## src/include/chan_sum_defines.svh

```systemverilog
`ifndef CHAN_SUM_DEFINES_SVH
`define CHAN_SUM_DEFINES_SVH

////////////////////////////////////////////////////////////////////////////
// Channel accumulator sizing
////////////////////////////////////////////////////////////////////////////

// Width of one partial-result pixel
`define CS_PIXEL_WIDTH 16

// Channels per frame, power of two only
`define CS_CHANNELS 4

// Pixels in one channel plane
`define CS_PLANE_PIXELS 8

// One extra bit per adder level keeps the sum exact
`define CS_SUM_WIDTH (`CS_PIXEL_WIDTH + $clog2(`CS_CHANNELS))

`endif

```

## src/hw/chan_sum_pkg.sv

```systemverilog
package chan_sum_pkg;

`include "chan_sum_defines.svh"

  // Fixed-point pixel and widened channel sum
  typedef logic signed [`CS_PIXEL_WIDTH-1:0] pixel_t;
  typedef logic signed [`CS_SUM_WIDTH-1:0]   sum_t;

  // pix[k] holds the same position from k planes earlier
  typedef struct packed {
    pixel_t [`CS_CHANNELS-1:0] pix;
  } tap_bundle_t;

  // One output beat of the adder tree
  typedef struct packed {
    logic valid;
    logic last;
    sum_t sum;
  } sum_beat_t;

endpackage

```

## src/hw/channel_sequencer.sv

```systemverilog
`timescale 1ns/100ps
`include "chan_sum_defines.svh"

module channel_sequencer (
  input  logic clk,
  input  logic reset,
  input  logic valid_in,
  output logic issue,
  output logic issue_last
);

  localparam int PIX_CNT_W  = (`CS_PLANE_PIXELS > 1) ? $clog2(`CS_PLANE_PIXELS) : 1;
  localparam int CHAN_CNT_W = (`CS_CHANNELS > 1) ? $clog2(`CS_CHANNELS) : 1;

  localparam logic [PIX_CNT_W-1:0]  PIX_LAST  = PIX_CNT_W'(`CS_PLANE_PIXELS - 1);
  localparam logic [CHAN_CNT_W-1:0] CHAN_LAST = CHAN_CNT_W'(`CS_CHANNELS - 1);

  logic [PIX_CNT_W-1:0]  pix_cnt;
  logic [CHAN_CNT_W-1:0] chan_cnt;
  logic                  plane_end;

  assign plane_end = (pix_cnt == PIX_LAST);

  //////////////////////////////////////////////////////////////////////////
  // Position and channel counters, stepping on valid beats only
  //////////////////////////////////////////////////////////////////////////

  always_ff @(posedge clk) begin
    if (reset) begin
      pix_cnt  <= '0;
      chan_cnt <= '0;
    end else if (valid_in) begin
      if (plane_end) begin
        pix_cnt <= '0;
        if (chan_cnt == CHAN_LAST) begin
          chan_cnt <= '0;
        end else begin
          chan_cnt <= chan_cnt + 1'b1;
        end
      end else begin
        pix_cnt <= pix_cnt + 1'b1;
      end
    end
  end

  // Last plane of the frame drives the tree
  assign issue      = valid_in && (chan_cnt == CHAN_LAST);
  assign issue_last = issue && plane_end;

  //////////////////////////////////////////////////////////////////////////
  // Checks
  //////////////////////////////////////////////////////////////////////////

  a_pix_cnt_range: assert property (
    @(posedge clk) disable iff (reset) pix_cnt <= PIX_LAST
  );

  a_chan_cnt_range: assert property (
    @(posedge clk) disable iff (reset) chan_cnt <= CHAN_LAST
  );

  // Frame end comes with issue and hands over to channel 0, position 0
  a_frame_wrap: assert property (
    @(posedge clk) disable iff (reset)
      issue_last |-> issue ##1 (pix_cnt == '0 && chan_cnt == '0)
  );

endmodule

```

## src/hw/plane_delay_line.sv

```systemverilog
`timescale 1ns/100ps
`include "chan_sum_defines.svh"

module plane_delay_line (
  input  logic                     clk,
  input  logic                     reset,
  input  logic                     valid_in,
  input  chan_sum_pkg::pixel_t     pxl_in,
  output chan_sum_pkg::tap_bundle_t taps
);

  import chan_sum_pkg::*;

  // One line per earlier plane
  localparam int LINES = `CS_CHANNELS - 1;
  localparam int DEPTH = `CS_PLANE_PIXELS;

  // Live pixel is tap 0
  assign taps.pix[0] = pxl_in;

  //////////////////////////////////////////////////////////////////////////
  // Chained plane-length shift registers
  //////////////////////////////////////////////////////////////////////////

  genvar l;
  generate
    for (l = 0; l < LINES; l++) begin : g_line
      pixel_t sr [DEPTH];

      // Gaps in the stream hold every stage
      always_ff @(posedge clk) begin
        if (reset) begin
          for (int p = 0; p < DEPTH; p++) begin
            sr[p] <= '0;
          end
        end else if (valid_in) begin
          sr[0] <= taps.pix[l];
          for (int p = 1; p < DEPTH; p++) begin
            sr[p] <= sr[p-1];
          end
        end
      end

      // Oldest entry is exactly one plane behind the line input
      assign taps.pix[l+1] = sr[DEPTH-1];
    end
  endgenerate

endmodule

```

## src/hw/channel_adder_tree.sv

```systemverilog
`timescale 1ns/100ps
`include "chan_sum_defines.svh"

module channel_adder_tree (
  input  logic                      clk,
  input  logic                      reset,
  input  chan_sum_pkg::tap_bundle_t taps,
  input  logic                      issue,
  input  logic                      issue_last,
  output chan_sum_pkg::sum_beat_t   result
);

  import chan_sum_pkg::*;

  localparam int LEVELS = $clog2(`CS_CHANNELS);

  if ((1 << LEVELS) != `CS_CHANNELS) begin : g_bad_channels
    $error("CS_CHANNELS must be a power of two");
  end

  //////////////////////////////////////////////////////////////////////////
  // Tree levels, level 0 is the unregistered tap input
  //////////////////////////////////////////////////////////////////////////

  genvar lv;
  genvar j;
  generate
    for (lv = 0; lv <= LEVELS; lv++) begin : g_lvl
      localparam int W = `CS_PIXEL_WIDTH + lv;
      localparam int N = `CS_CHANNELS >> lv;

      logic signed [W-1:0] val [N];
      logic                vld;
      logic                lst;

      if (lv == 0) begin : g_in
        for (j = 0; j < N; j++) begin : g_tap
          assign val[j] = taps.pix[j];
        end
        assign vld = issue;
        assign lst = issue_last;
      end else begin : g_add
        // Pair sums grow by one bit per level
        always_ff @(posedge clk) begin
          if (g_lvl[lv-1].vld) begin
            for (int k = 0; k < N; k++) begin
              val[k] <= W'(g_lvl[lv-1].val[2*k]) + W'(g_lvl[lv-1].val[2*k+1]);
            end
          end
        end

        // Flags follow the data one level per cycle
        always_ff @(posedge clk) begin
          if (reset) begin
            vld <= 1'b0;
            lst <= 1'b0;
          end else begin
            vld <= g_lvl[lv-1].vld;
            lst <= g_lvl[lv-1].lst;
          end
        end

        a_last_needs_valid: assert property (
          @(posedge clk) disable iff (reset) lst |-> vld
        );
      end
    end
  endgenerate

  assign result.valid = g_lvl[LEVELS].vld;
  assign result.last  = g_lvl[LEVELS].lst;
  assign result.sum   = sum_t'(g_lvl[LEVELS].val[0]);

endmodule

```

## src/hw/chan_sum_top.sv

```systemverilog
`timescale 1ns/100ps

module chan_sum_top (
  input  logic                 clk,
  input  logic                 reset,
  input  logic                 valid_in,
  input  chan_sum_pkg::pixel_t pxl_in,
  output logic                 valid_out,
  output logic                 last_out,
  output chan_sum_pkg::sum_t   sum_out
);

  import chan_sum_pkg::*;

  logic        issue;
  logic        issue_last;
  tap_bundle_t taps;
  sum_beat_t   result;

  channel_sequencer u_sequencer (
    .clk        (clk),
    .reset      (reset),
    .valid_in   (valid_in),
    .issue      (issue),
    .issue_last (issue_last)
  );

  plane_delay_line u_delay_line (
    .clk      (clk),
    .reset    (reset),
    .valid_in (valid_in),
    .pxl_in   (pxl_in),
    .taps     (taps)
  );

  channel_adder_tree u_adder_tree (
    .clk        (clk),
    .reset      (reset),
    .taps       (taps),
    .issue      (issue),
    .issue_last (issue_last),
    .result     (result)
  );

  // Output beat split into plain ports
  assign valid_out = result.valid;
  assign last_out  = result.last;
  assign sum_out   = result.sum;

endmodule

```

## config.mk

```make
export PLATFORM = sky130hd
export DESIGN_NAME = chan_sum_top
export DESIGN_NICKNAME = d
export VERILOG_FILES = /design/src/hw/chan_sum_pkg.sv /design/src/hw/channel_sequencer.sv /design/src/hw/plane_delay_line.sv /design/src/hw/channel_adder_tree.sv /design/src/hw/chan_sum_top.sv
export VERILOG_INCLUDE_DIRS = /design/src /design/src/include
export SDC_FILE = /design/constraint.sdc
export NUM_CORES = 1
export LEC_CHECK = 0
export BUFFER_PORTS_ARGS = -buffer_cell sky130_fd_sc_hd__buf_2
export CORE_MARGIN = 5
export CORE_UTILIZATION = 50
export CTS_BUF_LIST = sky130_fd_sc_hd__clkbuf_2
export DETAILED_ROUTE_END_ITERATION = 10
export PLACE_DENSITY_LB_ADDON = 0.3
export SLEW_MARGIN = 20
export SYNTH_ARGS = -nofsm -noshare
export SYNTH_HDL_FRONTEND = slang
export SYNTH_SLANG_ARGS = --single-unit
```

## constraint.sdc

```tcl
create_clock -name clk -period 15.1 [get_ports clk]
set_input_delay 0.755 -clock clk [delete_from_list [all_inputs] [get_ports clk]]
set_output_delay 0.755 -clock clk [all_outputs]
set_load 0.01 [all_outputs]
```

Word level (Yosys, flattened, before mapping)
Memory sizes are Yosys's and may differ from the RTL's. Cells that the tools add are included.

Add/subtract/negate cells: 5. Equality and inequality tests: 2. Muxes and demuxes: 35. Bitwise logic cells: 24. Reductions and logical operators: 3.

Operators with widths (number): 16-bit 2-to-1 mux (24); 16-bit by 16-bit adder with 17-bit output (2); 1-bit OR (24); 17-bit by 17-bit adder with 18-bit output (1); 1-bit 2-to-1 mux (9); 3-bit by 1-bit adder with 3-bit output (second input constant) (1); 3-bit equality test (second input constant) (1); 3-bit 2-to-1 mux (1); 2-bit by 1-bit adder with 2-bit output (second input constant) (1); 2-bit equality test (second input constant) (1); 1-bit logical AND (2); 2-bit 2-to-1 mux (1); 2-bit AND reduction (1).

Register bits: 9. Memory bits (writable): 436. Output and inout port bits: 20. Memories: 5.

Memory list: u_delay_line.g_line[0].sr (words 8, width 16, read ports 8, clocked after Yosys merged registers in 0, wr ports 8, line plane_delay_line.sv:28) `pixel_t sr [DEPTH];`; u_delay_line.g_line[1].sr (words 8, width 16, read ports 8, clocked after Yosys merged registers in 0, wr ports 8, line plane_delay_line.sv:28); u_delay_line.g_line[2].sr (words 8, width 16, read ports 8, clocked after Yosys merged registers in 0, wr ports 8, line plane_delay_line.sv:28); u_adder_tree.g_lvl[1].val (words 2, width 17, read ports 2, clocked after Yosys merged registers in 0, wr ports 2, line channel_adder_tree.sv:32) `logic signed [W-1:0] val [N];`; u_adder_tree.g_lvl[2].val (words 1, width 18, read ports 1, clocked after Yosys merged registers in 0, wr ports 1, line channel_adder_tree.sv:32).

Longest topological paths before layout
Gate-level depths: netlist of the first run.

Depth in word-level cells: 4. Depth in mapped cells: 9.

Hierarchy
From an unflattened synthesis of the first run, not the netlist that was laid out.

Cell total of the unflattened synthesis: 1355. Area total of the unflattened synthesis: 20021.7 um^2.

By module, submodules not included: plane_delay_line (instances 1, cells an instance 907, area each 15501.1 um^2, sequential area each 11531.1 um^2); channel_adder_tree (instances 1, cells an instance 423, area each 4256.6 um^2, sequential area each 1641.6 um^2); channel_sequencer (instances 1, cells an instance 25, area each 264.0 um^2, sequential area each 100.1 um^2).

Least setup slack after synthesis of the first run
OpenSTA, ideal clock, no wires.

Kind: input to register. Start: input port reset. End: memory u_delay_line.g_line[0].sr[0][0] (netlist name) (enable). Library setup time: 0.589 ns. Data arrival time: 5.938 ns. Required time: 14.511 ns. Path slack: 8.573 ns. Stages on the path: 3. Path buffers: 2. Cells stage by stage: clkbuf_1 > clkbuf_1 > or2_2.

RTL lines: from (decl) (line chan_sum_top.sv:5) `input logic reset,`; to (decl) (line plane_delay_line.sv:28).

==> results of run 1 <==
## synth_stat cells (4+ instances only)
library cell  number
xor2_1            13
nor3_1             5
inv_1             15
o211ai_1           4
nand3_1           11
a31oi_1            6
a211oi_1           5
nand2_1           23
o21ai_1            9
xnor2_1           25
edfxtp_1         436
nand2b_1           4
nand4_1            7
a21o_1            16
nor2b_1          101
clkbuf_1          47
nor2_1            31
a21oi_1           41
dfxtp_1            9
and3_1             4
o21ai_0           15
and2_1           292
ha_1              52
## critical path, cell delays in order
cell	delay (ps)
buf_4	180
or2_4	640
buf_12	770
buf_4	830
## where the power goes
part,switching (mW),internal [mW],total (mW)
Sequential,0.0177,1.43,1.45
Combinational,0.0862,0.0554,0.142
Clock,0.456,0.310,0.766
Total,0.560,1.80,2.36
## cell type report
cell class / count / area [um2] / share of cell area
flip-flops and latches: 445 / 13300 / 0.663
multi-input cells: 710 / 4810 / 0.240
clock buffers: 167 / 836 / 0.0418
well taps: 468 / 586 / 0.0293
repair buffers: 50 / 323 / 0.0161
clock inverters: 21 / 125 / 0.00625
inverters: 16 / 60.1 / 0.00300
diodes: 2 / 5.00 / 0.000250
## per-layer routing
| layer | vias up | wire length, um | global-route usage |
|---|---|---|---|
| met4 | 0 | 621 | 0.0601 |
| met5 | - | 0 | 0 |
| met2 | 183 | 12800 | 0.211 |
| li1 | 4656 | - | - |
| met3 | 52 | 1440 | 0.0390 |
| met1 | 4615 | 13400 | 0.193 |
## per-stage QoR
stage | hold slack, ps | power (mW) | setup WS (ps)
2_1_floorplan | 414 | 1.59 | 8570
3_3_place_gp | 446 | 1.61 | 11370
3_5_place_dp | 442 | 1.62 | 11290
4_1_cts | 8.17 | 2.40 | 12390
5_1_grt | 24.6 | 2.49 | 12240
6_report | 150 | 2.36 | 12310
## repair_timing
| action | in CTS | in global routing |
|---|---|---|
| buffers inserted | 0 | 0 |
| endpoints found under the hold margin | 6 | 0 |
| hold buffers | 6 | 0 |
## cell usage in the layout, fill, tap and decap left out, types with 6 or more instances in the layout
cell,n
buf_2,37
o21ai_1,9
xor2_1,13
nor2b_1,101
nor2_1,30
a21oi_1,41
nand4_1,7
a31oi_1,6
nand3_1,11
and2_1,292
clkbuf_2,167
clkinv_1,14
ha_1,52
a21o_1,16
dlygate4sd3_1,6
edfxtp_1,436
nand2_1,23
xnor2_1,25
dfxtp_1,9
o21ai_0,15
inv_1,15
## registers in the layout (all words and copies together) (netlist names)
signal	cells
u_adder_tree.g_lvl.lst	2
u_adder_tree.g_lvl.val	52
u_adder_tree.g_lvl.vld	2
u_delay_line.g_line.sr	384
u_sequencer.chan_cnt	2
u_sequencer.pix_cnt	3
## kinds of logic (layout without fill, tap and decap cells)
logic type	Yosys count	after routing	synth area share
mux	2	2	0.00109
simple gates	490	490	0.159
buf+inv	66	254	0.0137
fa+ha+maj	55	55	0.0388
compound gates	125	125	0.0445
other cells	0	2	0
xor+xnor	38	38	0.0182
flops	445	445	0.724
## worst paths after layout
path                                    startpoint                          endpoint
setup / recovery                             reset  u_delay_line.g_line[0].sr[0][64]
hold / removal                           pxl_in[3]   u_delay_line.g_line[0].sr[0][3]
setup reg to reg  u_delay_line.g_line[1].sr[1][48]  u_adder_tree.g_lvl[1].val[0][27]
hold reg to reg          u_adder_tree.g_lvl[1].lst         u_adder_tree.g_lvl[2].lst
==> run_results.csv, run 1 <==
group,metric,value,unit
finish,fill_cells,2931,
grt,grt_usage,0.140,
synth,seq_area_frac_synth,0.724,
power_and_ir_drop,ir_worst_vdd,0.0599,mV
routing,drtIter0Drc,549,
worst_setup_path,cp-end-kind,"register",
clocking,cts_buffers,110,
floorplanning,dieArea,40600,um2
routing,vias_per_cell,5.06,
routing,num_vias,9506,
synth,synth_area,18300,um2
sta,maxSlewViolCount,0,
sta,fmax,0.359,GHz
routing,drtAntennaViolNets,0,
worst_setup_path,critPathKind,"in2reg",
grt,overflow,0,
clocking,htreeDepth,3,
finish,final_util,0.549,
placement,dpl.hpwl,15.8,mm
synth,avgSynthCellArea,15.0,um2
finish,final_area,20000,um2
synth,synthFlopType,"edfxtp_1",
synth,synth_area_leaders,"edfxtp_1 (71%), and2_1 (10%), ha_1 (3.6%)",
worst_setup_path,crit_required,15660,ps
sta,period_needed,2790,ps
grt,grt_start_max_net_pins,291,
floorplanning,ios,39,
routing,first_pass_iters,5,
clocking,root_buffer,"clkbuf_2",
placement,placed_cell_area,19000,um2
power_and_ir_drop,p_per_area,118,nW/um2
job,maxCapViolCount,0,
worst_setup_path,r2r_cells,8,
floorplanning,start_util,0.503,
floorplanning,die_w,201,um
synth,netlist_instances,1221,
synth,synthDistinctLibCells,53,
worst_hold_path,whs_path_depth,2,
sta,finalSetupViolations,0,
clocking,worstSkewPairLatency,990,ps
floorplanning,die_h,201,um
sta,hold_viol,0,
sta,worst_pin_slew,1070,ps
floorplanning,core,36400,um2
clocking,clock_path_buffers,3,
placement,placed_cells,1683,
grt,antenna_found_initial,1,
finish,final_layout_size_suffix_gt1_frac,0.161,
sta,fin_worst_skew,95.6,ps
synth,ys_ff_latch,445,
synth,yosysTopAreaCell,"edfxtp_1",
routing,remaining_drc_errors,0,
synth,synth_nets,1295,
clocking,clkSinkCount,445,
sta,setup_tns,0,ps
routing,finalWirelength,28.3,mm
sta,grt_setup_unrepaired,"no",
placement,numPortBuffers,38,
routing,detail_route.wl_per_cell,15.1,um
sta,finalCritPeriodShare,0.185,
sta,slew_headroom,0.284,
worst_setup_path,arrival,3350,ps
grt,grt_pass1_wl,46.0,mm
finish,synthToLayoutAreaGrowth,9.24,%
finish,finalNonFillerCells,1879,
synth,synthArstFlopShare,0,
floorplanning,num_rows,70,
outcome,status,"complete, no violations",
worst_setup_path,reg2reg_setup_slack,12550,ps
synth,synth_edf_count,436,
worst_setup_path,start_kind,"input pin",
placement,gp_congestion,0.815,
clocking,tritoncts,"built",
worst_hold_path,hold_class,"in2reg",
worst_setup_path,path_max_fanout,201,
finish,nets,1407,
synth,ys.warnings.count,0,
clocking,cts_resized,0,
power_and_ir_drop,p_leak,7.99,nW
clocking,clk_pin_slew_worst_paths,90,ps
grt,grt_pass1_vias,9420,
synth,yosysTopAreaCellShare,0.715,
(Power assumes the default switching activity.)
==> run 2, diff against run 1 <==
==> constraint.sdc (replaced) <==
create_clock -name clk -period 2.45 [get_ports clk]
set_input_delay 0.1225 -clock clk [delete_from_list [all_inputs] [get_ports clk]]
set_output_delay 0.1225 -clock clk [all_outputs]
set_load 0.01 [all_outputs]
==> run_results.csv, run 2 (synthesis results as in run 1) <==
group,metric,value,unit
placement,place_ws,-6.38,ps
worst_setup_path,start_kind,"register",
floorplanning,dieArea,40600,um2
power_and_ir_drop,p_leak,8.23,nW
floorplanning,num_rows,70,
clocking,htreeDepth,3,
sta,maxSlewViolCount,0,
worst_setup_path,arrival,3010,ps
worst_hold_path,hold_class,"in2reg",
placement,gp_congestion,0.910,
sta,period_needed,2320,ps
grt,grt_usage,0.145,
power_and_ir_drop,p_per_area,708,nW/um2
clocking,clkSinkCount,445,
sta,slew_headroom,0.619,
worst_setup_path,crit_chain,"ha_2 > fa_2 > a21o_1 > a211oi_4 > o21ai_2 > or2_1 > a31oi_1 > xnor2_1",
worst_setup_path,slowest_stage,"edfxtp_1",
finish,synthToLayoutAreaGrowth,12.2,%
power_and_ir_drop,power,14.6,mW
finish,final_area,20600,um2
clocking,cts_buffers,109,
worst_setup_path,path_max_fanout,4,
sta,finalCritPeriodShare,0.948,
floorplanning,core,36400,um2
routing,finalWirelength,29.2,mm
floorplanning,ios,39,
finish,largest_reg_flops,384,
routing,remaining_drc_errors,0,
finish,largest_registers,"u_delay_line.g_line.sr x384, u_adder_tree.g_lvl.val x52, u_sequencer.pix_cnt x3",
placement,numPortBuffers,38,
sta,hold_viol,0,
sta,fin_ws,129,ps
power_and_ir_drop,ir_worst_vdd,0.358,mV
outcome,status,"complete, no violations",
grt,grt_start_max_net_pins,104,
worst_setup_path,slowest_delay,410,ps
job,maxCapViolCount,0,
placement,dpl.hpwl,17.2,mm
placement,placed_cell_area,19200,um2
grt,grt_pass1_wl,47.8,mm
grt,antenna_found_initial,1,
finish,regMostFlops,"u_delay_line.g_line.sr",
worst_setup_path,crit_required,3140,ps
finish,finalNonFillerCells,1924,
routing,drtIter0Drc,634,
worst_setup_path,cp-end-kind,"register",
clocking,worstSkewPairLatency,980,ps
routing,vias_per_cell,5.03,
worst_setup_path,critPathKind,"reg2reg",
routing,num_vias,9677,
routing,first_pass_iters,4,
routing,detail_route.wl_per_cell,15.2,um
worst_setup_path,reg2reg_setup_slack,130,ps
grt,overflow,0,
floorplanning,die_w,201,um
clocking,tritoncts,"built",
finish,nets,1454,
clocking,root_buffer,"clkbuf_2",
finish,mostFrequentLayoutCells,"edfxtp_1 (436), and2_1 (292), clkbuf_2 (164)",
floorplanning,die_h,201,um
sta,fmax,0.431,GHz
sta,grt_setup_unrepaired,"yes",
floorplanning,start_util,0.503,
grt,grt_pass1_vias,9688,
clocking,clock_path_buffers,3,
sta,finalSetupViolations,0,
sta,setup_tns,0,ps
finish,final_layout_size_suffix_gt1_frac,0.170,
routing,drtAntennaViolNets,0,
finish,layout_commonest_cell,"edfxtp_1",
clocking,clk_pin_slew_worst_paths,120,ps
placement,placed_cells,1699,
finish,fill_cells,2931,
sta,worst_pin_slew,570,ps
sta,fin_worst_skew,80.5,ps
## run 2: per-layer routing
layer / wire [um] / global-route usage / up-vias
met1: 13600 / 0.200 / 4694
met2: 13600 / 0.220 / 177
met5: 0 / 0 / -
met3: 1380 / 0.0413 / 52
li1: - / - / 4754
met4: 542 / 0.0559 / 0
## run 2: where the power goes
part | switching, mW | internal, mW
combinational | 0.568 | 0.415
sequential | 0.112 | 8.82
clock | 2.77 | 1.86
total | 3.45 | 11.1
## run 2: repair_timing
item / 4_1_cts / 5_1_grt
gates cloned: 0 / 0
resized for setup: 0 / 8
pin swaps: 1 / 3
setup buffers: 0 / 1
setup endpoints to repair: 2 / 7
hold buffers: 37 / 0
endpoints found under the hold margin: 486 / 0
## run 2: worst max-delay path, delay by kind of cell (launching register included)
kind / cells / cell delay, ps
compound gates: 4 / 820
xor+xnor: 1 / 80
fa+ha+maj: 2 / 570
flops: 1 / 410
simple gates: 1 / 220
## run 2: worst paths after layout
kind | depth (start not counted) | end | startpoint
max reg2reg | 8 | u_adder_tree.g_lvl[1].val[0][27] | u_delay_line.g_line[1].sr[1][48]
max | 8 | u_adder_tree.g_lvl[1].val[0][27] | u_delay_line.g_line[1].sr[1][48]
min | 3 | u_adder_tree.g_lvl[1].val[0][0] | pxl_in[0]
min reg2reg | 1 | u_adder_tree.g_lvl[2].lst | u_adder_tree.g_lvl[1].lst
## run 2: cell type report
| class | count | area, um2 | share of cell area |
|---|---|---|---|
| clock inverters | 22 | 116 | 0.00566 |
| multi-input cells | 710 | 4840 | 0.236 |
| flip-flops and latches | 445 | 13300 | 0.645 |
| well taps | 468 | 586 | 0.0285 |
| repair buffers | 98 | 861 | 0.0419 |
| diodes | 1 | 2.50 | 0.000122 |
| clock buffers | 164 | 821 | 0.0399 |
| inverters | 16 | 60.1 | 0.00292 |
## run 2: through the flow
step	hold WS (ps)	utilization
after floorplan	274	-
after global placement	446	0.527
after detailed placement	453	0.527
after CTS	54.2	0.563
after global routing	76.5	0.564
final	197	0.564
==> run 3, diff against run 2 <==
--- a/config.mk
+++ b/config.mk
@@ -12,7 +12,7 @@
 export CTS_BUF_LIST = sky130_fd_sc_hd__clkbuf_2
 export DETAILED_ROUTE_END_ITERATION = 10
 export PLACE_DENSITY_LB_ADDON = 0.3
-export SLEW_MARGIN = 20
+export REMOVE_ABC_BUFFERS = 1
 export SYNTH_ARGS = -nofsm -noshare
 export SYNTH_HDL_FRONTEND = slang
 export SYNTH_SLANG_ARGS = --single-unit
==> constraint.sdc (replaced) <==
create_clock -name clk -period 2.8 [get_ports clk]
set_input_delay 0.14 -clock clk [delete_from_list [all_inputs] [get_ports clk]]
set_output_delay 0.14 -clock clk [all_outputs]
set_load 0.01 [all_outputs]
==> run_results.csv, run 3 (synthesis results as in run 1) <==
group,metric,value,unit
finish,regMostFlops,"u_delay_line.g_line.sr",
clocking,tritoncts,"built",
placement,gp_congestion,0.819,
worst_setup_path,start_kind,"input pin",
grt,overflow,0,
floorplanning,dieArea,40600,um2
finish,regArea,13300,um2
grt,grt_usage,0.147,
clocking,postCtsSetupRepairBufs,0,
power_and_ir_drop,ir_worst_vdd,0.393,mV
routing,first_pass_iters,5,
floorplanning,start_util,0.503,
finish,largest_reg_flops,384,
placement,numPortBuffers,38,
grt,grt_pass1_wl,48.5,mm
floorplanning,ios,39,
finish,multiInputGateArea,4810,um2
clocking,root_buffer,"clkbuf_2",
routing,wl_met3,1.32,mm
routing,met2WireLength,13.9,mm
finish,final_area,20600,um2
finish,mostFrequentLayoutCells,"edfxtp_1 (436), and2_1 (292), clkbuf_2 (165)",
worst_setup_path,crit_required,3530,ps
placement,dpl.hpwl,16.8,mm
routing,finalWirelength,30.1,mm
worst_setup_path,arrival,3290,ps
grt,grt_pass1_vias,9755,
floorplanning,die_h,201,um
placement,placed_cell_area,19100,um2
finish,final_layout_size_suffix_gt1_frac,0.161,
job,maxCapViolCount,0,
grt,grt_start_max_net_pins,212,
routing,drtAntennaViolNets,0,
power_and_ir_drop,p_leak,8.28,nW
sta,worst_pin_slew,892,ps
worst_setup_path,cp-end-kind,"register",
sta,fin_worst_skew,70.8,ps
power_and_ir_drop,power,12.9,mW
routing,wl_met1,14.4,mm
routing,detail_route.wl_per_cell,15.5,um
floorplanning,core,36400,um2
routing,vias_per_cell,5.00,
sta,maxSlewViolCount,0,
routing,top_layer,"met4",
clocking,cts_buffers,109,
grt,antenna_found_initial,2,
worst_setup_path,critPathKind,"in2reg",
worst_setup_path,path_max_fanout,4,
clocking,worstSkewPairLatency,1020,ps
sta,setup_tns,0,ps
sta,hold_viol,0,
sta,finalSetupViolations,0,
worst_hold_path,hold_class,"in2reg",
finish,nets,1458,
finish,synthToLayoutAreaGrowth,12.6,%
clocking,clkSinkCount,445,
floorplanning,die_w,201,um
routing,num_vias,9732,
routing,remaining_drc_errors,0,
sta,period_needed,2560,ps
sta,slew_headroom,0.405,
sta,finalCritPeriodShare,0.913,
placement,placed_cells,1693,
finish,finalNonFillerCells,1947,
sta,grt_setup_unrepaired,"no",
sta,fmax,0.391,GHz
finish,fill_cells,2946,
finish,final_util,0.566,
outcome,status,"complete, no violations",
power_and_ir_drop,p_per_area,624,nW/um2
clocking,clk_pin_slew_worst_paths,90,ps
finish,layout_commonest_cell,"edfxtp_1",
clocking,htreeDepth,3,
routing,drtIter0Drc,605,
clocking,clock_path_buffers,3,
floorplanning,num_rows,70,
finish,largest_registers,"u_delay_line.g_line.sr x384, u_adder_tree.g_lvl.val x52, u_sequencer.pix_cnt x3",
[run 3: cell types whose count changed in the layout (fill, tap and decap cells not counted), moves of 2 or more]
cell / change
clkinv_1: +14
dlygate4sd3_1: +11
buf_4: -4
buf_12: -3
a21oi_1: +2
a21oi_2: -2
diode_2: +2
inv_6: +2
[run 3: final cells by class]
class / count / share of cell area
Antenna cell: 3 / 0.000364
Clock buffer: 165 / 0.0400
Clock inverter: 38 / 0.00940
Inverter: 16 / 0.00291
Multi-Input combinational cell: 710 / 0.233
Sequential cell: 445 / 0.643
Tap cell: 468 / 0.0284
Timing Repair Buffer: 102 / 0.0427
[run 3: worst paths after layout]
check | startpoint | to | slack (ps) | cells past startpoint
setup / recovery | pxl_in[0] | u_adder_tree.g_lvl[1].val[0][14] | 240 | 11
hold / removal | pxl_in[6] | u_adder_tree.g_lvl[1].val[0][6] | 250 | 4
setup reg to reg | u_delay_line.g_line[0].sr[0][112] | u_adder_tree.g_lvl[1].val[0][14] | 260 | 8
hold reg to reg | u_delay_line.g_line[2].sr[0][14] | u_delay_line.g_line[2].sr[0][30] | 490 | 1
[run 3: metal layers]
metal / track usage / vias up
met5: 0 / -
met1: 0.205 / 4728
met3: 0.0384 / 49
met2: 0.226 / 173
met4: 0.0564 / 0
li1: - / 4782
[run 3: critical path: stages]
cell and delay, ps:
dlygate4sd3_1 540, buf_2 130, dlygate4sd3_1 600, ha_1 260, fa_1 420, a21o_1 200, a31oi_1 230, o21ai_1 190
o221ai_2 270, nor3_1 80, a211o_1 240
[run 3: through the flow]
step           worst slack [ps]  hold slack [ps]
5_1_grt                     110              129
3_5_place_dp                308              452
2_1_floorplan             -3520              209
6_report                    244              253
4_1_cts                     244             64.3
3_3_place_gp                349              444
[run 3: power by group]
group | internal (mW) | switching [mW]
Sequential | 7.72 | 0.0961
Combinational | 0.353 | 0.489
Clock | 1.69 | 2.54
[run 3: what timing repair did]
item | 4_1_cts | 5_1_grt
hold endpoints to repair | 400 | 0
hold buffers | 48 | 0
gates resized for setup | 0 | 0
